**src/design/sysarr_cfg.svh**
```systemverilog
`ifndef SYSARR_CFG_SVH
`define SYSARR_CFG_SVH

// geometry of the accumulation stage

`define SYSARR_NUM_LANES 2   // accumulator lanes sharing one memory

// word address into the partial-sum array
`define SYSARR_ADDR_W 4

`define SYSARR_MEM_DEPTH 16  // 2**SYSARR_ADDR_W words

`endif
```
**src/design/fp16_pkg.sv**
```systemverilog
package fp16_pkg;

    // IEEE half precision word
    typedef struct packed {
        logic       sign;
        logic [4:0] exp;   // biased by 15
        logic [9:0] frac;
    } fp16_t;

    // overflow result, sign is dropped on purpose
    localparam fp16_t FP16_POS_INF = '{sign: 1'b0, exp: 5'h1f, frac: 10'd0};

    // stage one to stage two of the adder
    // significands are {hidden, frac, 2 guard bits}
    typedef struct packed {
        logic        sign_big;    // operand with the larger exponent
        logic        sign_small;
        logic [12:0] sig_big;
        logic [12:0] sig_small;   // already shifted right by the exponent gap
        logic [4:0]  exp_max;
    } add_align_t;

    // stage two to stage three of the adder
    typedef struct packed {
        logic        sign;
        logic [12:0] sig;
        logic        carry;       // sum spilled past the hidden bit
        logic [4:0]  exp;
    } add_sum_t;

endpackage

```
**src/design/accum_pkg.sv**
```systemverilog
`include "sysarr_cfg.svh"

package accum_pkg;

    // wishbone classic, master to slave
    typedef struct packed {
        logic                      cyc;
        logic                      stb;
        logic                      we;
        logic [`SYSARR_ADDR_W-1:0] adr;
        fp16_pkg::fp16_t           dat;
    } wb_m2s_t;

    // slave to master
    typedef struct packed {
        logic            ack;
        fp16_pkg::fp16_t dat;
    } wb_s2m_t;

    typedef enum logic {
        ACC_ADD  = 1'b0,   // stored + value
        ACC_LOAD = 1'b1    // stored = value
    } accum_op_e;

    typedef struct packed {
        accum_op_e                 op;
        logic [`SYSARR_ADDR_W-1:0] adr;
        fp16_pkg::fp16_t           value;
    } accum_req_t;

    typedef enum logic [2:0] {IDLE, READ, ADD_WAIT, WRITE, DONE} lane_state_e;

endpackage

```
**src/design/psum_mem.sv**
```systemverilog
`timescale 1ns/1ps

`include "sysarr_cfg.svh"

module psum_mem (
    input  logic               clk,
    input  logic               nRST,
    input  accum_pkg::wb_m2s_t wb_in,
    output accum_pkg::wb_s2m_t wb_out
);
    import fp16_pkg::*;

    fp16_t mem [`SYSARR_MEM_DEPTH];   // partial sums
    fp16_t rdata_q;
    logic  ack_q;
    logic  take;

    // a new access is seen only while no ack is outstanding
    assign take = wb_in.cyc && wb_in.stb && !ack_q;

    always_ff @(posedge clk, negedge nRST) begin
        if (!nRST) begin
            ack_q <= 1'b0;
        end else begin
            ack_q <= take;   // single cycle, stb drops after it
        end
    end

    // access lands on the same edge that raises ack
    always_ff @(posedge clk) begin
        if (take) begin
            if (wb_in.we) mem[wb_in.adr] <= wb_in.dat;
            rdata_q <= mem[wb_in.adr];
        end
    end

    assign wb_out.ack = ack_q;
    assign wb_out.dat = rdata_q;

endmodule

```
**config.mk**
```make
export PLATFORM = sky130hd
export DESIGN_NAME = psum_mem
export DESIGN_NICKNAME = d
export VERILOG_FILES = /design/src/design/fp16_pkg.sv /design/src/design/accum_pkg.sv /design/src/design/psum_mem.sv
export VERILOG_INCLUDE_DIRS = /design/src /design/src/design
export SDC_FILE = /design/constraint.sdc
export NUM_CORES = 1
export LEC_CHECK = 0
export ABC_AREA = 0
export BUFFER_PORTS_ARGS = -buffer_cell sky130_fd_sc_hd__buf_4
export CAP_MARGIN = 40
export CORE_UTILIZATION = 30
export DETAILED_ROUTE_END_ITERATION = 6
export SLEW_MARGIN = 25
export SYNTH_ARGS = -nofsm -noshare
export SYNTH_HDL_FRONTEND = slang
export SYNTH_SLANG_ARGS = --single-unit
export TNS_END_PERCENT = 30
```
**constraint.sdc**
```tcl
create_clock -name clk -period 3.8 [get_ports clk]
set_clock_uncertainty 0.1 [all_clocks]
set_input_delay 0.38 -clock clk [delete_from_list [all_inputs] [get_ports clk]]
set_output_delay 0.38 -clock clk [all_outputs]
set_load 0.05 [all_outputs]
```
* Yosys cells after proc, flatten, opt, wreduce, memory -nomap -nowiden
Memories as Yosys holds them, arrays and structs flattened. A register that Yosys moved wholly into a read port is not among the register bits.
Index checks and enable logic that the tools add are counted.
Widths: inputs -> output; s select.
** Word-level totals
- Input port bits :: 25
- Register bits :: 1
- ROM bits :: 0
- Latch bits :: 0
- Memories kept :: 1
- Output and inout port bits :: 17
- RAM bits :: 256
** Cells by class
- Reduce and logical (&&, ||, !) cells :: 3
- Equal/unequal tests :: 0
- Mux-type cells :: 3
- Shifts and indexed selects :: 0
- Bitwise operators :: 0
- $lt $le $gt $ge :: 0
- Divide/modulo/power cells :: 0
- Multiply operators :: 0
- Add/subtract/negate cells :: 0
** Memory list
- mem :: depth 16, bits a word 16, read ports 1, clocked after Yosys merged registers in 1, wr ports 1, line psum_mem.sv:13 : fp16_t mem [`SYSARR_MEM_DEPTH];
** Operators by type and width (number)
- $mux 1 :: 3
- $logic_and 1x1->1 :: 2
- $logic_not 1->1 :: 1

* Longest topological paths before layout
- Depth after elaboration :: 4
- Mapped depth :: 6
- Depth with buffers taken out :: 3

* Worst setup path after synthesis
OpenSTA, ideal clock, no wires.
- Path type :: input -> register
- Start point :: input port wb_in[17] in the netlist's numbering
- End point :: memory mem[0][0] in the netlist's numbering (enable)
- Path buffers :: 2
- Slack :: 1.048 ns
- Data arrival time :: 2.243 ns
- Library setup time :: 0.409 ns
- Cell stages on the path :: 4
- Required time :: 3.291 ns
- Cells stage by stage :: clkbuf_1 > buf_2 > or3b_1 > nor3_1
** RTL lines
- start, declared :: line psum_mem.sv:8 : input accum_pkg::wb_m2s_t wb_in,
- end, declared :: line psum_mem.sv:13
Straight into the memory's write port.

* Worst setup path after layout
- Start point :: register ack_q
- End point :: memory mem[0][5] in the netlist's numbering (enable)
** On the way
- Longest elaborated chain between the ends :: 4
** RTL lines
- start, declared :: line psum_mem.sv:15 : logic ack_q;
- start signal, assigned :: line psum_mem.sv:25 : ack_q <= take;
- $logic_not 1->1 :: line psum_mem.sv:19 : assign take = wb_in.cyc && wb_in.stb && !ack_q;
- $logic_and 1x1->1 :: line psum_mem.sv:19
- $mux 1 :: line psum_mem.sv:31 : if (take) begin
- $mux 1 (not written as such) :: line psum_mem.sv:32 : if (wb_in.we) mem[wb_in.adr] <= wb_in.dat;
No other way between the ends.

==> impl_metrics.py <==
metrics = {
    "yosys": {
        "syn_area_per_cell_sq_um": 23.27,
        "synthCells": 441,
        "ys_async_sr_fraction_pct": 0.3663,
        "yosysUniqueCellTypes": 20,
        "post-synth-top-count-cell": "edfxtp_1",
        "yosysSeqAreaShare_pct": 79.82,
        "syn_area_sq_um": 10260,
        "synth-seq-cells": 273,
        "synth_top_cell_by_area": "edfxtp_1",
        "synth_edf_count": 272,
        "yosys-top-cells-area": "edfxtp_1 (80%), mux4_2 (14%), a22oi_1 (2.3%)",
        "syn_nets": 466,
        "yosys_warnings": 0,
        "ys.flop_type": "edfxtp_1",
        "synth_top_cells_by_count": "edfxtp_1 (272), mux4_2 (64), a22oi_1 (31)",
        "synth_top_area_share_pct": 79.58,
    },
    "cells_and_area": {
        "syn2layout_area_growth_pct": 17.66,
        "drive_above_1_share_pct": 34.90,
        "antennaDiodeCount": 0,
        "finalInstanceArea_sq_um": 12080,
        "nNetsFinal": 536,
    },
    "power": {
        "clockPowerShare_pct": 41.3,
        "cellLeakagePower_nw": 3.804,
        "power.density_nw_per_um2": 512.9,
        "peakVddDrop_uv": 329.5,
        "switching_share_pct": 21.27,
        "power.switching_mw": 1.317,
        "comb_power_share_pct": 4.8,
        "seq_power_share_pct": 53.9,
        "p_int_mw": 4.876,
    },
    "sta": {
        "max-slew-margin-rel_pct": 48.70,
        "grt_setup_unrepaired": "false",
        "final_hold_viol_count": 0,
        "setup_tns_ns": 0,
        "fin_hold_ws_ns": 0.03190,
        "fmax_ghz": 0.3941,
        "setup_viol": 0,
        "slew_viol_final": 0,
        "period_share_pct": 66.77,
        "worst_pin_slew_ns": 0.7694,
        "min_period_ns": 2.537,
    },
    "routing": {
        "viasPerCell": 4.828,
        "drtAntennaViolNets": 0,
        "routed_wl_mm": 22.26,
        "drc": 0,
        "first_iter_violations": 479,
        "dr.pass1.iters": 6,
        "wl_per_cell_um": 22.69,
        "vias": 4736,
    },
    "critical_path": {
        "path_max_fanout": 11,
        "r2r-start": "ack_q",
        "cpPeakStageDelay_ns": 0.50,
        "crit_type": "flip-flop to flip-flop",
        "crit_buf_inv": 1,
        "cp.arrival_ns": 2.66,
        "r2r_slack_ns": 1.26,
        "path_delay_family": "simple AND/OR/NAND/NOR gates",
        "worstSetupStartpointType": "flip-flop",
        "reg2regPathDepth": 4,
        "cp.required_ns": 3.93,
        "critical_path.endpoint_type": "flip-flop",
        "path_cells": "and4b_1 > or3b_1 > nor3_2 > buf_4",
        "critPathSlowestCell": "nor3_2",
        "reg2reg_to": "mem[0][5]",
    },
    "floorplanning": {
        "die_area_sq_um": 34960,
        "core-area_sq_um": 33620,
        "start_util_pct": 30.53,
        "fp.dieH_um": 187.0,
        "die_x_um": 187.0,
        "ios": 42,
        "rows": 67,
    },
    "global_route": {
        "grt_pass1_vias": 5089,
        "groute.usage.overall_pct": 12.95,
        "grtUsageMet1_pct": 17.55,
        "grt_pass1_wl_mm": 33.49,
        "grt_antenna_before_repair": 0,
        "gr-total-overflow": 0,
        "grt_max_degree": 40,
        "use_met2_pct": 21.44,
        "grt_use_met3_pct": 2.008,
        "grt.busiest_layer": "met2",
    },
    "clock_tree": {
        "cts_tree": "built",
        "cts.clk_slew.worst_paths_ns": 0.06,
        "worstSkewPairLatency_ns": 0.55,
        "cts_root_buffer": "clkbuf_16",
        "cts_made_buffers": 28,
        "clock_sinks": 273,
        "htreeDepth": 1,
        "cts_max_path_buffers": 3,
    },
    "place": {
        "port_buffers": 41,
        "place_congestion": 0.7558,
        "dpl_cell_area_sq_um": 11210,
        "dpl.hpwl_mm": 13.52,
    },
    "outcome": {
        "status": "finished clean",
    },
    "hold_path": {
        "hold_start": "wb_in[4]",
        "holdCritPathClass": "primary input to flip-flop",
        "hold_path_depth": 1,
        "hold_end": "mem[14][4]",
    },
    "run": {
        "cap_viol_max_count": 0,
    },
}
## worst reg2reg max path, cell delays in order, from the launching register on
cell     delay, ns
dfrtp_1       0.39
and4b_1       0.37
or3b_1        0.49
nor3_2        0.50
buf_4         0.36
## through the flow
stage | total power, mW | utilization, % | cells | setup slack [ns]
floorplan | 3.588 | - | 441 | 1.048
global placement | 3.696 | 33.25 | 926 | 1.026
detailed placement | 3.707 | 33.35 | 928 | 0.9826
CTS | 6.261 | 35.93 | 981 | 1.228
global route | 6.387 | 35.93 | 981 | 1.170
finish | 6.194 | 35.93 | 981 | 1.263
## metal layers
metal | vias to the layer above | wire length, um
met5 | - | 0
met4 | 0 | 676
met3 | 44 | 954
met2 | 155 | 11030
met1 | 2525 | 9605
li1 | 2012 | -
## logic make-up (layout without fill, tap and decap cells)
logic type | count (synthesis) | count (layout) | synth area share (%)
flops | 273 | 273 | 79.82
mux | 64 | 64 | 14.04
simple gates | 46 | 46 | 2.048
compound gates | 32 | 32 | 2.389
buf+inv | 26 | 118 | 1.694
## cell usage in the layout (no fill, tap or decap), drive strengths merged, types with 4 or more instances in the layout
cell | Yosys | routed
edfxtp | 272 | 272
buf | 14 | 65
mux4 | 64 | 64
clkbuf | 12 | 33
a22oi | 32 | 32
nand2 | 18 | 18
nor2 | 14 | 14
clkinv | 0 | 14
nor3 | 4 | 4
## timing repair
| action | in CTS | in global routing |
|---|---|---|
| resized for setup | 0 | 0 |
| hold buffers | 1 | 0 |
| setup buffers | 0 | 0 |
| hold endpoints to repair | 1 | 0 |
## registers in the layout (all words and copies together) (netlist names)
register,cells
mem,256
wb_out,16
ack_q,1
## final cells by class
cell class / count / area [sq um]
well taps: 448 / 560.5
clock inverters: 19 / 136.4
multi-input cells: 142 / 1949
fillers: 3044 / 21540
flip-flops and latches: 273 / 8193
clock buffers: 33 / 719.4
repair buffers: 66 / 518.0
## how the worst max path moves through the flow
| stage | start | end | slack (ns) | cells after the start |
|---|---|---|---|---|
| detailed placement | wb_in[16] | mem[1][10] | 0.98 | 4 |
| global route | ack_q | mem[0][5] | 1.17 | 4 |
| finish | ack_q | mem[0][5] | 1.26 | 4 |
| global placement | wb_in[17] | mem[15][12] | 1.03 | 4 |
| CTS | ack_q | mem[0][5] | 1.23 | 4 |
| floorplan | wb_in[17] | mem[0][0] | 1.05 | 4 |
## power by group through the flow
stage                     sequential [mW]  clock (mW)  combinational, mW
after floorplan                      3.44           0              0.152
after global placement               3.40           0              0.293
after detailed placement             3.40           0              0.303
after CTS                            3.34        2.62              0.305
after global routing                 3.34        2.72              0.322
final                                3.34        2.56              0.297
Note: power is estimated with default switching activity, not from simulation.
