$ cat src/design/sysarr_cfg.svh
`ifndef SYSARR_CFG_SVH
`define SYSARR_CFG_SVH

// geometry of the accumulation stage

`define SYSARR_NUM_LANES 2   // accumulator lanes sharing one memory

// word address into the partial-sum array
`define SYSARR_ADDR_W 4

`define SYSARR_MEM_DEPTH 16  // 2**SYSARR_ADDR_W words

`endif
$ cat src/design/fp16_pkg.sv
package fp16_pkg;

    // IEEE half precision word
    typedef struct packed {
        logic       sign;
        logic [4:0] exp;   // biased by 15
        logic [9:0] frac;
    } fp16_t;

    // overflow result, sign is dropped on purpose
    localparam fp16_t FP16_POS_INF = '{sign: 1'b0, exp: 5'h1f, frac: 10'd0};

    // stage one to stage two of the adder
    // significands are {hidden, frac, 2 guard bits}
    typedef struct packed {
        logic        sign_big;    // operand with the larger exponent
        logic        sign_small;
        logic [12:0] sig_big;
        logic [12:0] sig_small;   // already shifted right by the exponent gap
        logic [4:0]  exp_max;
    } add_align_t;

    // stage two to stage three of the adder
    typedef struct packed {
        logic        sign;
        logic [12:0] sig;
        logic        carry;       // sum spilled past the hidden bit
        logic [4:0]  exp;
    } add_sum_t;

endpackage

$ cat src/design/accum_pkg.sv
`include "sysarr_cfg.svh"

package accum_pkg;

    // wishbone classic, master to slave
    typedef struct packed {
        logic                      cyc;
        logic                      stb;
        logic                      we;
        logic [`SYSARR_ADDR_W-1:0] adr;
        fp16_pkg::fp16_t           dat;
    } wb_m2s_t;

    // slave to master
    typedef struct packed {
        logic            ack;
        fp16_pkg::fp16_t dat;
    } wb_s2m_t;

    typedef enum logic {
        ACC_ADD  = 1'b0,   // stored + value
        ACC_LOAD = 1'b1    // stored = value
    } accum_op_e;

    typedef struct packed {
        accum_op_e                 op;
        logic [`SYSARR_ADDR_W-1:0] adr;
        fp16_pkg::fp16_t           value;
    } accum_req_t;

    typedef enum logic [2:0] {IDLE, READ, ADD_WAIT, WRITE, DONE} lane_state_e;

endpackage

$ cat src/design/accum_lane.sv
`timescale 1ns/1ps

module accum_lane (
    input  logic                   clk,
    input  logic                   nRST,
    input  logic                   req_valid,
    input  accum_pkg::accum_req_t  req,
    input  accum_pkg::wb_s2m_t     wb_in,
    input  logic                   add_out_valid,
    input  fp16_pkg::fp16_t        add_sum,
    output logic                   req_ready,
    output logic                   done,
    output fp16_pkg::fp16_t        result,
    output accum_pkg::wb_m2s_t     wb_out,
    output logic                   add_valid,
    output fp16_pkg::fp16_t        add_a,
    output fp16_pkg::fp16_t        add_b
);
    import fp16_pkg::*;
    import accum_pkg::*;

    lane_state_e state, state_n;
    accum_req_t  req_q;    // request under service
    fp16_t       wdata;    // value to write back

    always_ff @(posedge clk, negedge nRST) begin
        if (!nRST) begin
            state <= IDLE;
        end else begin
            state <= state_n;
        end
    end

    always_comb begin
        state_n = state;
        case (state)
            IDLE: begin
                if (req_valid) state_n = (req.op == ACC_LOAD) ? WRITE : READ;
            end
            READ: begin
                if (wb_in.ack) state_n = ADD_WAIT;
            end
            ADD_WAIT: begin
                if (add_out_valid) state_n = WRITE;
            end
            WRITE: begin
                if (wb_in.ack) state_n = DONE;
            end
            DONE:    state_n = IDLE;
            default: state_n = IDLE;
        endcase
    end

    always_ff @(posedge clk) begin
        if (req_valid && req_ready) req_q <= req;
        if (state == IDLE && req_valid && req.op == ACC_LOAD) begin
            wdata <= req.value;   // load skips the read
        end else if (state == ADD_WAIT && add_out_valid) begin
            wdata <= add_sum;
        end
    end

    // cyc stays up from read to write so nobody else touches the word
    always_comb begin
        wb_out.cyc = (state == READ) || (state == ADD_WAIT) || (state == WRITE);
        wb_out.stb = (state == READ) || (state == WRITE);
        wb_out.we  = (state == WRITE);
        wb_out.adr = req_q.adr;
        wb_out.dat = wdata;
    end

    // stored word goes straight into the adder on the read ack
    assign add_valid = (state == READ) && wb_in.ack;
    assign add_a     = wb_in.dat;
    assign add_b     = req_q.value;

    assign req_ready = (state == IDLE);
    assign done      = (state == DONE);
    assign result    = wdata;   // held through DONE

endmodule

$ cat config.mk
export PLATFORM = sky130hd
export DESIGN_NAME = accum_lane
export DESIGN_NICKNAME = d
export VERILOG_FILES = /design/src/design/fp16_pkg.sv /design/src/design/accum_pkg.sv /design/src/design/accum_lane.sv
export VERILOG_INCLUDE_DIRS = /design/src /design/src/design
export SDC_FILE = /design/constraint.sdc
export NUM_CORES = 1
export LEC_CHECK = 0
export BUFFER_PORTS_ARGS = -buffer_cell sky130_fd_sc_hd__buf_2
export CORE_ASPECT_RATIO = 1.5
export CORE_MARGIN = 5
export CORE_UTILIZATION = 37
export CTS_BUF_LIST = sky130_fd_sc_hd__clkbuf_2
export CTS_CLUSTER_DIAMETER = 100
export CTS_CLUSTER_SIZE = 14
export DETAILED_ROUTE_END_ITERATION = 6
export PLACE_DENSITY = 0.78
export SYNTH_ARGS = -nofsm -noshare
export SYNTH_HDL_FRONTEND = slang
export SYNTH_SLANG_ARGS = --single-unit
$ cat constraint.sdc
create_clock -name clk -period 2.21 [get_ports clk]
set_input_delay 0.1105 -clock clk [delete_from_list [all_inputs] [get_ports clk]]
set_output_delay 0.1105 -clock clk [all_outputs]
set_load 0.01 [all_outputs]
Word-level counts from Yosys, hierarchy flattened

Index checks and enable logic that the tools add are counted.

Bits in registers: 39
Bits of input ports: 58
Output and inout bits: 74
Logic and storage cells: 34

Eq/ne operators: 8
Multiplexer cells: 8
Reduce and logical (&&, ||, !) cells: 10

Operator list:

| kind                                          | number |
|---|---|
| 2-to-1 mux 16 bit                             | 2 |
| 2-to-1 mux 3 bit                              | 4 |
| one-hot mux 3 bit (4 select lines)            | 1 |
| != test 2 bit, second input constant          | 4 |
| == test 3 x 2 -> 1 bit, second input constant | 2 |
| logical AND 1 bit                             | 4 |
| AND reduction 4 bit                           | 1 |
| == test 3 x 1 -> 1 bit, second input constant | 1 |
| == test 3 bit, second input constant          | 1 |
| logical NOT 3 bit                             | 1 |
| logical OR 1 bit                              | 3 |
| 2-to-1 mux 2 bit                              | 1 |
| nonzero test 2 bit                            | 1 |

Longest topological paths before layout

Depth after elaboration: 4
Depth in mapped cells: 5
Depth with buffers taken out: 3

Worst setup path before layout

OpenSTA, ideal clock, no wires.

Path type: register to register
Start point: register state[1]
End point: register wdata (netlist bit result[0]), enable pin
Library setup time: 0.414 ns
Arrival time: 1.816 ns
Data required time: 1.796 ns
Path slack: -0.020 ns
Cell stages (with the launch flop): 4
Path buffers: 1
Clock period less this slack: 2.230 ns
Path through: dfrtp_1 > buf_2 > nand2_1 > o31ai_1

Cells in the longest elaborated chain, start to end: 4
Elaborated cells on any way between the ends: 6
Classes of those cells: eq/ne (1); reduce/logical (5)

Ends and longest elaborated chain:

| element                               | RTL line         | RTL |
|---|---|---|
| from (decl)                           | accum_lane.sv:22 | `lane_state_e state, state_n;` |
| from (signal assigned)                | accum_lane.sv:30 | `state <= state_n;` |
| logical NOT 3 bit                     | accum_lane.sv:56 | `if (state == IDLE && req_valid && req.op == ACC_LOAD) begin` |
| logical AND 1 bit (2 in a row)        | accum_lane.sv:56 |  |
| nonzero test 2 bit (no source line) * | --               |  |
| to (signal assigned)                  | accum_lane.sv:57 | `wdata <= req.value;` |
| to (signal assigned)                  | accum_lane.sv:59 | `wdata <= add_sum;` |
| to (decl)                             | accum_lane.sv:24 | `fp16_t wdata;` |

Mark *: on every way between the ends. The rest lies on a longest branch, timed or not.
A chain may end at the register's enable or synchronous reset.

Worst setup path after layout

Start point: register state[0]
End point: register wdata (netlist bit result[11]), enable pin

The elaborated chain is that of the path after synthesis.

==> key figures <==
Pwr
  – Clock share of power: 13.8%
  – Switch Pwr: 722 uW
  – Share of power burned in registers: 52.4%
  – Pleak: 0.00109 uW
  – Comb power frac: 33.9%
  – P per Cell Area: 883 nW/um^2
  – Pint: 1430 uW
  – Maximum vdd ir drop: 0.677 mV
  – Switching Share: 33.5%

Clock network
  – CTS tree: built
  – # clock sinks: 39
  – Root buf cell: clkbuf_2
  – CTS Buffer Depth: 2
  – Total CTS buffers: 5
  – CTS H-tree depth: 2
  – Clk slew on worst S/H paths: 0.17 ns
  – Worst-skew pair later-pin latency: 0.37 ns

Synth
  – #FFs+latches synth: 39
  – Ys Warns: 0
  – Post-Synth XOR/XNOR Area: 0%
  – Post-Syn Instances: 108
  – Complex-gate fraction of the synthesized area: 2.26%
  – Post-Synth Adder-Cell Area: 0%
  – Avg Cell Area, Syn: 16.4 sq um
  – Largest family of logic cells by synthesized area: buffers and inverters
  – Seq/Total Area, Yosys: 65.1%
  – Synth Cell Area: 1780 sq um
  – Synth Net Count: 166
  – Mux cell area share after synthesis: 12.1%
  – Simple-Gate Fraction of Synth Area: 5.50%
  – Post-synth cell types: 19

STA
  – Max Slew Vio Count: 0
  – Worst slew pin tran: 0.827 ns
  – Finish-stage setup viols: 0
  – Peak Freq: 563 MHz
  – Final period util: 80.3%
  – Tmin final: 1.78 ns
  – Clk_skew: 0.0171 ns
  – Setup_tns: 0 ns
  – Unrepaired setup endpoints after global routing: false
  – Slew HR: 44.9%
  – Final hold vios: 0
  – Worst hold margin: 0.0374 ns

Global route
  – Largest net degree at the start of global routing: 21
  – Gr busiest metal: met2
  – GR Layer Usage met1: 11.1%
  – Met3 Usage GRT: 4.64%
  – GR Overflow Total: 0
  – Number of global-route vias before repair: 1213
  – All-layer global routing usage: 12.0%
  – GR Util met2: 21.9%
  – Antenna violations before repair: 0
  – First-pass GRT wire length: 5.53 mm

Cells and area
  – Diodes inserted: 0
  – Layout net count: 267
  – Share of layout cells above drive strength 1: 60.5%
  – Fin area: 2440 sq um
  – Syn-to-layout area delta: 37.3%
  – Most frequent cells in the layout: 99 x buf_2, 36 x edfxtp_1, 29 x dlygate4sd3_1, 9 x mux2_4
  – Commonest non-fill, non-tap cell in the layout: buf_2
  – Layout fillers: 453

Setup path
  – WP data required: 2.23 ns
  – Crit end category: register
  – Arrival time at the worst endpoint: 1.79 ns
  – Worst setup path category: reg2reg
  – Startpoint class of the critical path: register
  – Crit-path max FO: 17
  – R2r setup slk: 0.43 ns

Floorplan
  – Die ar.: 6310 sq um
  – Chip width: 66.6 um
  – # IOs: 132
  – Initial Utilization: 37.5%
  – Cell Rows: 31
  – Core area: 4730 sq um
  – Die Ht: 94.8 um

Route
  – Final wirelength: 4.00 mm
  – Post-route ant nets: 0
  – Vias/cell: 4.32
  – Detailed-route via count: 1193
  – Routed len/inst: 14.5 um
  – DRC Markers: 0
  – DR iter-0 viols: 33
  – Drt first pass iters: 4

Placed design
  – GPL Wtd Cong: 0.737
  – PortBufs: 99
  – Placed Area: 2110 sq um
  – HPWL Detailed: 2.84 mm

Status
  – Status: completed

Min path
  – Hold Crit Class: in2async

Run
  – Max-Cap Viols: 0
state kept, by name (all words and copies together) (netlist names):
signal / flops
add_b: 16
result: 16
wb_out: 4
state: 3
synth_stat cells (all sizes together):
cell type  number  area share (%)
dfrtp           3             4.2
nor2            2            0.42
nand3           1            0.99
o31ai           1            0.42
a211oi          2            0.85
nand2           1            0.21
nor3            1            0.92
a311oi          1            0.49
edfxtp         36              61
buf            35              15
a221oi          1            0.49
nor2b           3             1.1
mux2           16              12
and3b           1            0.49
and2            3             1.1
and3            1            0.35
per-layer routing:
metal / up-vias / routed length (um)
li1: 560 / -
met1: 554 / 1360
met2: 67 / 2170
met3: 12 / 377
met4: 0 / 91
met5: - / 0
logic make-up (layout without fill, tap and decap cells):
group           count (synthesis)  count (layout)
compound gates                  5               5
simple gates                   13              13
mux                            16              16
buf+inv                        35             137
flops                          39              39
critical path, stage by stage (launching register included):
cell	delay (ns)
dfrtp_1	0.54
nor3_4	0.27
nand3_4	0.30
o31ai_4	0.32
cell type report:
cell class	count	area [sq um]	area share (%)
Sequential cell	39	1160	47.4
Timing Repair Buffer	129	793	32.5
Multi-Input combinational cell	34	365	15.0
Tap cell	66	82.6	3.39
Clock buffer	7	35.0	1.44
Clock inverter	1	5.00	0.205
final timing paths:
check	start	depth (start not counted)	end
min in group clk	add_sum[14]	2	result[14]
worst max register to register	state[0]	3	result[11]
worst min register to register	state[2]	1	state[1]
worst max-delay path	state[0]	3	result[11]
worst min-delay path	nRST	2	state[0]
max in group asynchronous	nRST	2	state[1]
power groups by stage:
stage	clock [uW]	sequential (uW)	combinational, uW
after global placement	0	1130	687
final	296	1130	729
after detailed placement	0	1140	699
after floorplan	0	1160	485
after CTS	312	1130	738
after global routing	336	1150	792
timing repair:
item | CTS | global route
hold buffers | 25 | 4
resized for setup | 0 | 0
setup buffers | 0 | 0
hold endpoints to repair | 28 | 4
through the flow:
step	power (uW)	utilization (%)	setup WS (ns)	cells
after global placement	1820	44.5	0.463	239
final	2150	51.5	0.434	276
after floorplan	1640	-	0.464	108
after CTS	2180	50.7	0.380	272
after global routing	2280	51.5	0.295	276
after detailed placement	1840	44.5	0.396	239
Power figures use the tool's default switching activity.
