### config.mk
export PLATFORM = sky130hd
export DESIGN_NAME = fp16_add_pipe
export DESIGN_NICKNAME = d
export VERILOG_FILES = /design/src/design/fp16_pkg.sv /design/src/design/fp16_add_pipe.sv
export SDC_FILE = /design/constraint.sdc
export NUM_CORES = 1
export LEC_CHECK = 0
export CORE_AREA = 10 10 86 163
export DETAILED_ROUTE_END_ITERATION = 16
export DIE_AREA = 0 0 96 173
export DONT_BUFFER_PORTS = 1
export PLACE_DENSITY = 0.88
export SYNTH_ARGS = -nofsm -noshare
export SYNTH_HDL_FRONTEND = slang
export SYNTH_SLANG_ARGS = --single-unit
export TNS_END_PERCENT = 50
### constraint.sdc
create_clock -name clk -period 4.3 [get_ports clk]
set_input_delay 0.43 -clock clk [delete_from_list [all_inputs] [get_ports clk]]
set_output_delay 0.43 -clock clk [all_outputs]
set_load 0.02 [all_outputs]
### src/design/fp16_pkg.sv
package fp16_pkg;

    // IEEE half precision word
    typedef struct packed {
        logic       sign;
        logic [4:0] exp;   // biased by 15
        logic [9:0] frac;
    } fp16_t;

    // overflow result, sign is dropped on purpose
    localparam fp16_t FP16_POS_INF = '{sign: 1'b0, exp: 5'h1f, frac: 10'd0};

    // stage one to stage two of the adder
    // significands are {hidden, frac, 2 guard bits}
    typedef struct packed {
        logic        sign_big;    // operand with the larger exponent
        logic        sign_small;
        logic [12:0] sig_big;
        logic [12:0] sig_small;   // already shifted right by the exponent gap
        logic [4:0]  exp_max;
    } add_align_t;

    // stage two to stage three of the adder
    typedef struct packed {
        logic        sign;
        logic [12:0] sig;
        logic        carry;       // sum spilled past the hidden bit
        logic [4:0]  exp;
    } add_sum_t;

endpackage

### src/design/fp16_add_pipe.sv
`timescale 1ns/1ps

module fp16_add_pipe (
    input  logic            clk,
    input  logic            nRST,
    input  logic            in_valid,
    input  fp16_pkg::fp16_t a,
    input  fp16_pkg::fp16_t b,
    output logic            out_valid,
    output fp16_pkg::fp16_t sum
);
    import fp16_pkg::*;

    add_align_t  align_d, s1;
    add_sum_t    sum_d, s2;
    fp16_t       res_d;
    logic        s1_valid, s2_valid;
    logic [12:0] a_sig, b_sig, small_sig;
    logic        a_sgn, b_sgn;
    logic [4:0]  diff, shamt;
    logic [25:0] ext;
    logic        sticky;
    logic [3:0]  lead, shift;
    logic [12:0] norm;

    // position of the highest set bit, 0 when v is zero
    function automatic logic [3:0] lead_one(input logic [12:0] v);
        logic [3:0] pos;
        pos = 4'd0;
        for (int i = 0; i < 13; i++) begin
            if (v[i]) pos = 4'(i);
        end
        return pos;
    endfunction

    // stage 1: flush subnormals, order by exponent, align the smaller one
    always_comb begin
        a_sig = (a.exp == 5'd0) ? 13'd0 : {1'b1, a.frac, 2'b00};
        b_sig = (b.exp == 5'd0) ? 13'd0 : {1'b1, b.frac, 2'b00};
        a_sgn = (a.exp == 5'd0) ? 1'b0 : a.sign;   // flushed value is +0
        b_sgn = (b.exp == 5'd0) ? 1'b0 : b.sign;
        if (a.exp >= b.exp) begin
            align_d.sign_big   = a_sgn;
            align_d.sign_small = b_sgn;
            align_d.sig_big    = a_sig;
            align_d.exp_max    = a.exp;
            small_sig          = b_sig;
            diff               = a.exp - b.exp;
        end else begin
            align_d.sign_big   = b_sgn;
            align_d.sign_small = a_sgn;
            align_d.sig_big    = b_sig;
            align_d.exp_max    = b.exp;
            small_sig          = a_sig;
            diff               = b.exp - a.exp;
        end
        shamt  = (diff > 5'd13) ? 5'd13 : diff;   // past 13 every bit is gone
        ext    = {small_sig, 13'd0} >> shamt;
        sticky = |ext[12:0];
        // on subtraction lost bits bump the subtrahend so truncation stays toward zero
        align_d.sig_small = ext[25:13]
                          + {12'd0, sticky & (align_d.sign_big ^ align_d.sign_small)};
    end

    // stage 2: magnitude add or subtract
    always_comb begin
        sum_d.exp = s1.exp_max;
        if (s1.sign_big == s1.sign_small) begin
            {sum_d.carry, sum_d.sig} = {1'b0, s1.sig_big} + {1'b0, s1.sig_small};
            sum_d.sign = s1.sign_big;
        end else if (s1.sig_big >= s1.sig_small) begin
            sum_d.carry = 1'b0;
            sum_d.sig   = s1.sig_big - s1.sig_small;
            sum_d.sign  = s1.sign_big;
        end else begin
            sum_d.carry = 1'b0;   // equal exponents, b side larger
            sum_d.sig   = s1.sig_small - s1.sig_big;
            sum_d.sign  = s1.sign_small;
        end
    end

    // stage 3: normalize and truncate
    always_comb begin
        lead  = lead_one(s2.sig);
        shift = 4'd12 - lead;
        norm  = s2.sig << shift;
        if (s2.carry) begin
            if (s2.exp >= 5'd30) res_d = FP16_POS_INF;
            else res_d = '{sign: s2.sign, exp: s2.exp + 5'd1, frac: s2.sig[12:3]};
        end else if (s2.sig == 13'd0 || s2.exp <= {1'b0, shift}) begin
            res_d = '0;   // cancellation or underflow
        end else begin
            res_d = '{sign: s2.sign, exp: s2.exp - {1'b0, shift}, frac: norm[11:2]};
        end
    end

    always_ff @(posedge clk, negedge nRST) begin
        if (!nRST) begin
            s1_valid  <= 1'b0;
            s2_valid  <= 1'b0;
            out_valid <= 1'b0;
        end else begin
            s1_valid  <= in_valid;
            s2_valid  <= s1_valid;
            out_valid <= s2_valid;
        end
    end

    always_ff @(posedge clk) begin
        if (in_valid) s1 <= align_d;
        if (s1_valid) s2 <= sum_d;
        if (s2_valid) sum <= res_d;
    end

endmodule

Word level (Yosys, flattened, before mapping):

Cells that the tools add are included.

* word-level logic and storage cells: 65
* output and inout bits: 17
* input bits: 35
* register bits: 72

* muxes and demuxes: 26
* add/subtract/negate cells: 9
* bitwise gates (word level): 2
* $lt $le $gt $ge: 5
* reductions and logical operators: 5
* equal/unequal tests: 1
* shifts and indexed selects: 2

Operator list (number)
* $mux 16: 3
* $mux 15: 3
* $mux 4: 11
* $mux 13: 3
* $shr 26x5->26: 1
* $sub 13x13->13: 2
* $mux 5: 3
* $add 13x13->14: 1
* $add 13x1->13: 1
* $ge 13x13->1: 1
* $logic_not 13->1: 1
* $reduce_or 13->1: 1
* $shl 13x4->12: 1
* $logic_not 5->1: 2
* $sub 5x5->5: 2
* $add 5x1->5 const B: 1
* $ge 5x5->1: 1
* $ge 5x5->1 const B: 1
* $gt 5x4->1 const B: 1
* $le 5x4->1: 1
* $sub 5x4->5: 1
* $sub 4x4->4 const A: 1
* $mux 1: 3
* $and 1x1->1: 1
* other kinds (3): 3

Longest topological paths before layout:

Gate-level depths: netlist of run 1.

* word-level depth: 17
* gate-level depth with buffers: 23
* mapped depth without buffers: 21

Worst setup path after synthesis of run 1:

No wires, ideal clock.

* path type: input-to-reg
* start point: input a[10] (netlist name)
* end point: register s1[17] (netlist name) (data pin)
* arrival time: 4.438 ns
* path buffers: 1
* data required time: 4.046 ns
* path slack: -0.392 ns
* setup time: 0.254 ns
* cell stages on the path: 22
* cell sequence: inv_1 -> ha_1 -> inv_1 -> fa_1 -> a21oi_1 -> o21ai_0 -> and3_1 -> o31ai_2 -> a31o_4 -> buf_6 -> mux2i_1 -> a21oi_1 -> mux2_2 -> o211a_1 -> a31oi_1 -> a31o_2 -> ha_1 -> ha_1 -> o41ai_1 -> nor4b_4 -> a31oi_1 -> o21a_1

RTL lines
* start: declaration: RTL line fp16_add_pipe.sv:7 `input fp16_pkg::fp16_t a,`
* end signal: assignment: RTL line fp16_add_pipe.sv:110 `if (in_valid) s1 <= align_d;`
* end: declaration: RTL line fp16_add_pipe.sv:14 `add_align_t align_d, s1;`

==> flow_metrics.tcl, run 1 <==
set metrics [dict create \
    clk_pin_slew_ns 0.06 \
    synth_top_cell_by_area "edfxtp_1" \
    h-tree-depth 3 \
    clock.fmax_ghz 0.234 \
    cts_tree "done" \
    drive_gt1_share_pct 24.2 \
    nNetsFinal 918 \
    crit_required_ns 4.39 \
    cp_num_buf_inv 2 \
    vias 6289 \
    overflow 0 \
    tns_ns 0 \
    worst_setup_path_end_kind "flip-flop" \
    dr.pass1.iters 7 \
    period_share_pct 99.4 \
    initial_core_util_pct 58.3 \
    hp-class "primary input to flip-flop" \
    slew_headroom_pct 43.6 \
    cp_max_fo 6 \
    dpl.cell_count 948 \
    antenna_left 0 \
    p_leak_uw 0.00343 \
    slew_viol_final 0 \
    drt_iter0_markers 308 \
    min_period_ns 4.27 \
    pin_count 52 \
    synth_edf_count 67 \
    grt_pass1_vias 6441 \
    tightest_slew_ns 0.846 \
    ys.warnings.count 0 \
    max_stage_delay_ns 0.43 \
    rsz0062_at_grt "true" \
    yosysTopAreaCellShare_pct 30.6 \
    root_buffer "clkbuf_16" \
    antenna_found_initial 0 \
    finalHoldViolCount 0 \
    avgSynthCellArea_um2 8.86 \
    num_rows 55 \
    power.density_nw_per_um2 561 \
    synth_nets 833 \
    peakVddDrop_mv 0.372 \
    insertedDiodeCount 0 \
    via_per_inst 6.45 \
    dieHeight_um 173 \
    fillers 831 \
    finalSetupViolations 0 \
    slowest_stage "nor4b_4" \
    outcome "complete, no violations" \
    crit_top_cell "ha_4" \
    synth-async-reset-ratio_pct 4.29 \
    syn2layout_area_growth_pct 23.0 \
    clk_latency_ns 0.35 \
    synth_ff_type "edfxtp_1" \
    core_um2 11300 \
    clockBufferDepth 2 \
    path_class "primary input to flip-flop" \
    startpoint_type "primary input" \
    drcViolationCount 0 \
    chipWidth_um 96 \
    track_usage_pct 24.3 \
    wl_per_cell_um 21.5 \
    fin_cells 975 \
    whs_ns 0.140 \
    seq_area_frac_synth_pct 31.7 \
    hpwlAfterDp_um 16400 \
    routed_wl_um 21000 \
    syn_inst 743 \
    dieArea_um2 16600 \
    maxCapViolCount 0 \
    grt_max_degree 33 \
    io_buffers 0 \
    cp_top_family "compound AO/OA/AOI/OAI gates" \
    place.gp.congestion 1.01 \
    crit_path_cell_trace "inv_2 > ha_4 > inv_2 > fa_2 > a21oi_4 > o21a_1 > a211oi_4 > o31ai_4 > a31o_4 > mux2i_4 > a21oi_2 > mux2_4 > o211a_1 > a31oi_2 > a31o_2 > ha_4 > ha_4 > o41ai_4 > nor4b_4 > a31oi_1 > o21a_1" \
    ys_ff_latch 70 \
    finClkSkew_ns 0.00739 \
    cts.sinks 70 \
    synth.area.top_cells "edfxtp_1, ha_1, mux2i_1" \
    yosysUniqueCellTypes 80 \
    syn_area_um2 6580 \
    critPathArrivalTime_ns 4.37 \
    grt_pass1_wl_um 31600 \
    cts_buffers 9 \
]
==> cells in the final DEF (no fill, tap or decap), types with 4 or more instances in the layout <==
cell type,n
buf_4,101
mux2_4,5
nand2b_1,10
clkbuf_16,9
inv_2,5
mux2_2,11
ha_1,42
nor2b_1,5
nand3_1,35
edfxtp_1,67
a211oi_1,5
a21oi_2,6
or3_1,4
ha_4,8
nor4_1,6
mux2i_1,32
a21o_1,8
or2_2,6
and4_1,4
nor2_1,44
o2111ai_1,5
inv_1,60
o21ai_0,61
xnor2_1,19
a31oi_1,7
o22ai_1,4
clkinvlp_4,5
o21a_1,6
xor2_1,5
nand2_1,75
o31ai_1,4
mux4_2,4
o21bai_1,9
a21oi_1,45
a22oi_1,6
nor3_1,16
==> Yosys cell counts (all sizes together) (8+ instances only) <==
master,count
nand2,75
edfxtp,67
inv,66
o21ai,66
a21oi,53
ha,50
nor2,44
nand3,36
mux2i,35
xnor2,20
clkbuf,19
mux2,16
nor3,16
buf,12
nand2b,11
a31oi,9
o21bai,9
a21o,8
==> what timing repair did <==
action / CTS / global route
pin swaps: 0 / 19
setup buffers: 0 / 9
hold buffers: 1 / 0
cloned: 0 / 1
endpoints found under the hold margin: 3 / 0
resized for setup: 1 / 32
endpoints found under the setup margin: 1 / 16
==> stage by stage <==
step           setup WS (ns)  cell area, µm²  util, %  total power, µW
6_report              0.0263            8090     71.7             4540
4_1_cts               0.0472            7830     69.4             4320
5_1_grt               -0.116            8090     71.7             4770
3_5_place_dp          -0.266            7500     66.5             3510
2_1_floorplan        -0.0570            6760        -             2760
3_3_place_gp          -0.115            7500     66.5             3390
==> worst register-to-register path, stage by stage, from the launching register on <==
cell and delay, ns:
edfxtp_1 0.47, nor2_1 0.20, nor3_1 0.07, nor3_1 0.24, nor3_1 0.08, o31ai_1 0.35, inv_1 0.08, or2_2 0.32
a21oi_1 0.32, inv_1 0.19, ha_1 0.40, a21oi_1 0.09, a41oi_1 0.20, o21ai_0 0.11, buf_4 0.19, nand2b_2 0.25
o32ai_2 0.38
==> worst paths after layout <==
check                                      from             endpoint  slack, ns  cells after the start
worst max-delay path                      b[10]     s1[17]$_DFFE_PP_       0.03                     21
worst min-delay path                   in_valid   s1_valid$_DFF_PN0_       0.14                      0
worst max register to register  s2[9]$_DFFE_PP_     sum[4]$_DFFE_PP_       0.17                     16
worst min register to register  s1[3]$_DFFE_PP_      s2[3]$_DFFE_PP_       0.42                      0
max in group asynchronous                  nRST   s1_valid$_DFF_PN0_       3.82                      1
min in group asynchronous                  nRST  out_valid$_DFF_PN0_       0.33                      1
==> metal layers <==
metal / GRT usage (%) / wire length [µm]
met5: 0 / 0
met4: 20.2 / 1860
met3: 4.16 / 925
met2: 45.3 / 11800
met1: 20.3 / 6340
==> kinds of logic after synthesis <==
group	synth area share, %
simple gates	16.3
flops	31.7
xor+xnor	3.33
compound gates	21.9
mux	9.60
buf+inv	6.14
fa+ha+maj	11.0
==> area by class of cell <==
type	instances	area [µm²]	share of cell area [%]
sequential	70	2090	25.8
clock inverter	7	98.8	1.22
inverter	67	268	3.31
tap	142	178	2.20
multi-input combinational	576	4430	54.7
clock buffer	9	225	2.78
timing repair buffer	104	808	9.99
==> state kept, by name, summed over array words and instances, names as in the netlist <==
| signal | cells |
|---|---|
| s2_valid | 1 |
| s1_valid | 1 |
| sum | 16 |
| s2 | 20 |
| out_valid | 1 |
| s1 | 31 |
==> power by group <==
group	internal (µW)	switching, µW	total (µW)
logic	1100	1410	2520
registers	993	226	1220
clock network	508	295	803
total	2610	1930	4540
Power figures use the tool's default switching activity.
==> inputs of run 2 (changes only) <==
--- a/config.mk
+++ b/config.mk
@@ -5,11 +5,11 @@
 export SDC_FILE = /design/constraint.sdc
 export NUM_CORES = 1
 export LEC_CHECK = 0
-export CORE_AREA = 10 10 86 163
+export CORE_AREA = 10 10 108 207
 export DETAILED_ROUTE_END_ITERATION = 16
-export DIE_AREA = 0 0 96 173
+export DIE_AREA = 0 0 118 217
 export DONT_BUFFER_PORTS = 1
-export PLACE_DENSITY = 0.88
+export PLACE_DENSITY = 0.62
 export SYNTH_ARGS = -nofsm -noshare
 export SYNTH_HDL_FRONTEND = slang
 export SYNTH_SLANG_ARGS = --single-unit
==> run 2 against run 1 <==
  * Core utilization is 30 points lower
  * Non-clock buffer count shrank 8
  * Total power fell by 6.4%
  * Clock power shrank 9.8%
  * Register-to-register slack gained 0.21 ns
  * Flip-flop and latch count stayed put
  * Combinational power shrank 8.3%
==> flow_metrics.tcl, run 2 (same netlist as run 1, synthesis figures left out) <==
set metrics [dict create \
    finalSetupViolations 0 \
    io_buffers 0 \
    p_int_uw 2510 \
    fin_util_pct 42.0 \
    whs_ns 0.124 \
    vias 5838 \
    pwr-share-clk_pct 17.0 \
    pin_count 52 \
    drcViolationCount 0 \
    maxCapViolCount 0 \
    final_cell_mix "buf_4, nand2_1, edfxtp_1, inv_1, o21ai_0" \
    syn2layout_area_growth_pct 21.8 \
    dieArea_um2 25600 \
    dr.pass1.iters 5 \
    tightest_slew_ns 0.809 \
    outcome "complete, no violations" \
    place.gp.congestion 0.953 \
    insertedDiodeCount 0 \
    seqPwrFrac_pct 28.7 \
    finalHoldViolCount 0 \
    switching_power_uw 1740 \
    crit_required_ns 4.39 \
    peakVddDrop_mv 0.242 \
    chipWidth_um 118 \
    num_rows 72 \
    drive_gt1_share_pct 22.3 \
    track_usage_pct 14.1 \
    dieHeight_um 217 \
    grt_max_degree 33 \
    antenna_found_initial 0 \
    path_class "primary input to flip-flop" \
    finClkSkew_ns 0.0112 \
    combinationalPowerShare_pct 54.3 \
    startpoint_type "primary input" \
    period_share_pct 96.4 \
    h-tree-depth 3 \
    reg_top3 "s1 x31, s2 x20, sum x16" \
    cts_buffers 9 \
    min_period_ns 4.15 \
    netSwitchingFraction_pct 41.0 \
    slew_viol_final 0 \
    cp_max_fo 5 \
    overflow 0 \
    power.density_nw_per_um2 530 \
    hpwlAfterDp_um 15000 \
    largest_reg_flops 31 \
    wl_per_cell_um 17.0 \
    grt_pass1_vias 5850 \
    fillers 1905 \
    grt_pass1_wl_um 30100 \
    slew_headroom_pct 46.1 \
    final_common_cell "buf_4" \
    clk_latency_ns 0.34 \
    via_per_inst 5.39 \
    clock.fmax_ghz 0.241 \
    core_um2 19100 \
    top_register "s1" \
    p_leak_uw 0.00336 \
    nNetsFinal 910 \
    root_buffer "clkbuf_16" \
    placed_area_um2 7600 \
    drt_iter0_markers 393 \
    worst_setup_path_end_kind "flip-flop" \
    multi_input_area_um2 4330 \
    routed_wl_um 18400 \
    critPathArrivalTime_ns 4.23 \
    cts.sinks 70 \
    cts_tree "done" \
    antenna_left 0 \
    hp-class "primary input to flip-flop" \
    clockBufferDepth 2 \
    clk_pin_slew_ns 0.06 \
    reg2reg_slack_ns 0.38 \
    regArea_um2 2090 \
    tns_ns 0 \
    design_area_um2 8010 \
    initial_core_util_pct 34.5 \
]
## run 2: metrics by stage
step | setup WS, ns | cells | power, µW
2_1_floorplan | -0.0570 | 743 | 2760
3_3_place_gp | -0.0670 | 1062 | 3440
3_5_place_dp | -0.138 | 1062 | 3460
4_1_cts | 0.211 | 1079 | 4210
5_1_grt | -0.00863 | 1084 | 4550
6_report | 0.153 | 1084 | 4250
## run 2: power groups by stage
stage	Clock [µW]	Sequential, µW	Combinational [µW]
after floorplan	0	1170	1600
after global placement	0	1230	2200
after detailed placement	0	1240	2230
after CTS	745	1220	2240
after global routing	780	1250	2520
final	724	1220	2310
## run 2: path summary, 6_finish.rpt
path	cells after the start	start	to
worst max-delay path	22	a[10]	s1[17]$_DFFE_PP_
worst min-delay path	0	in_valid	s1_valid$_DFF_PN0_
worst max register to register	20	s2[8]$_DFFE_PP_	sum[0]$_DFFE_PP_
worst min register to register	0	s1[3]$_DFFE_PP_	s2[3]$_DFFE_PP_
max in group asynchronous	1	nRST	s1_valid$_DFF_PN0_
min in group asynchronous	1	nRST	out_valid$_DFF_PN0_
## run 2: layout make-up
class / instances / share of cell area [%]
Clock buffer: 11 / 2.90
Clock inverter: 5 / 0.749
Timing Repair Buffer: 96 / 9.07
Inverter: 67 / 3.14
Tap cell: 259 / 4.04
Multi-Input combinational cell: 576 / 54.1
Sequential cell: 70 / 26.0
## run 2: metal layers
| layer | track usage (%) | vias to the layer above | wire length (µm) |
|---|---|---|---|
| met5 | 0 | - | 0 |
| met4 | 4.60 | 0 | 449 |
| met1 | 16.8 | 2776 | 7590 |
| met2 | 24.2 | 152 | 9330 |
| li1 | - | 2875 | - |
| met3 | 3.45 | 35 | 1060 |
## run 2: repair_timing
item | CTS | global route
gates resized for setup | 0 | 13
setup endpoints to repair | 0 | 4
hold endpoints to repair | 3 | 0
buffers inserted | 0 | 4
hold buffers | 1 | 0
## run 2: critical path, stage by stage
cell and delay [ns]:
inv_1 0.08, ha_4 0.14, inv_1 0.05, fa_2 0.36
a21oi_4 0.15, o21ai_0 0.10, and3_4 0.21, o31ai_4 0.34
a31o_4 0.22, buf_6 0.14, mux2_2 0.34, nand3_1 0.11
nand3_1 0.12, nor3_2 0.20, a31oi_1 0.10, a31o_2 0.24
ha_4 0.17, ha_4 0.16, o41ai_4 0.06, nor4b_4 0.11
and4_1 0.21, o21a_1 0.18
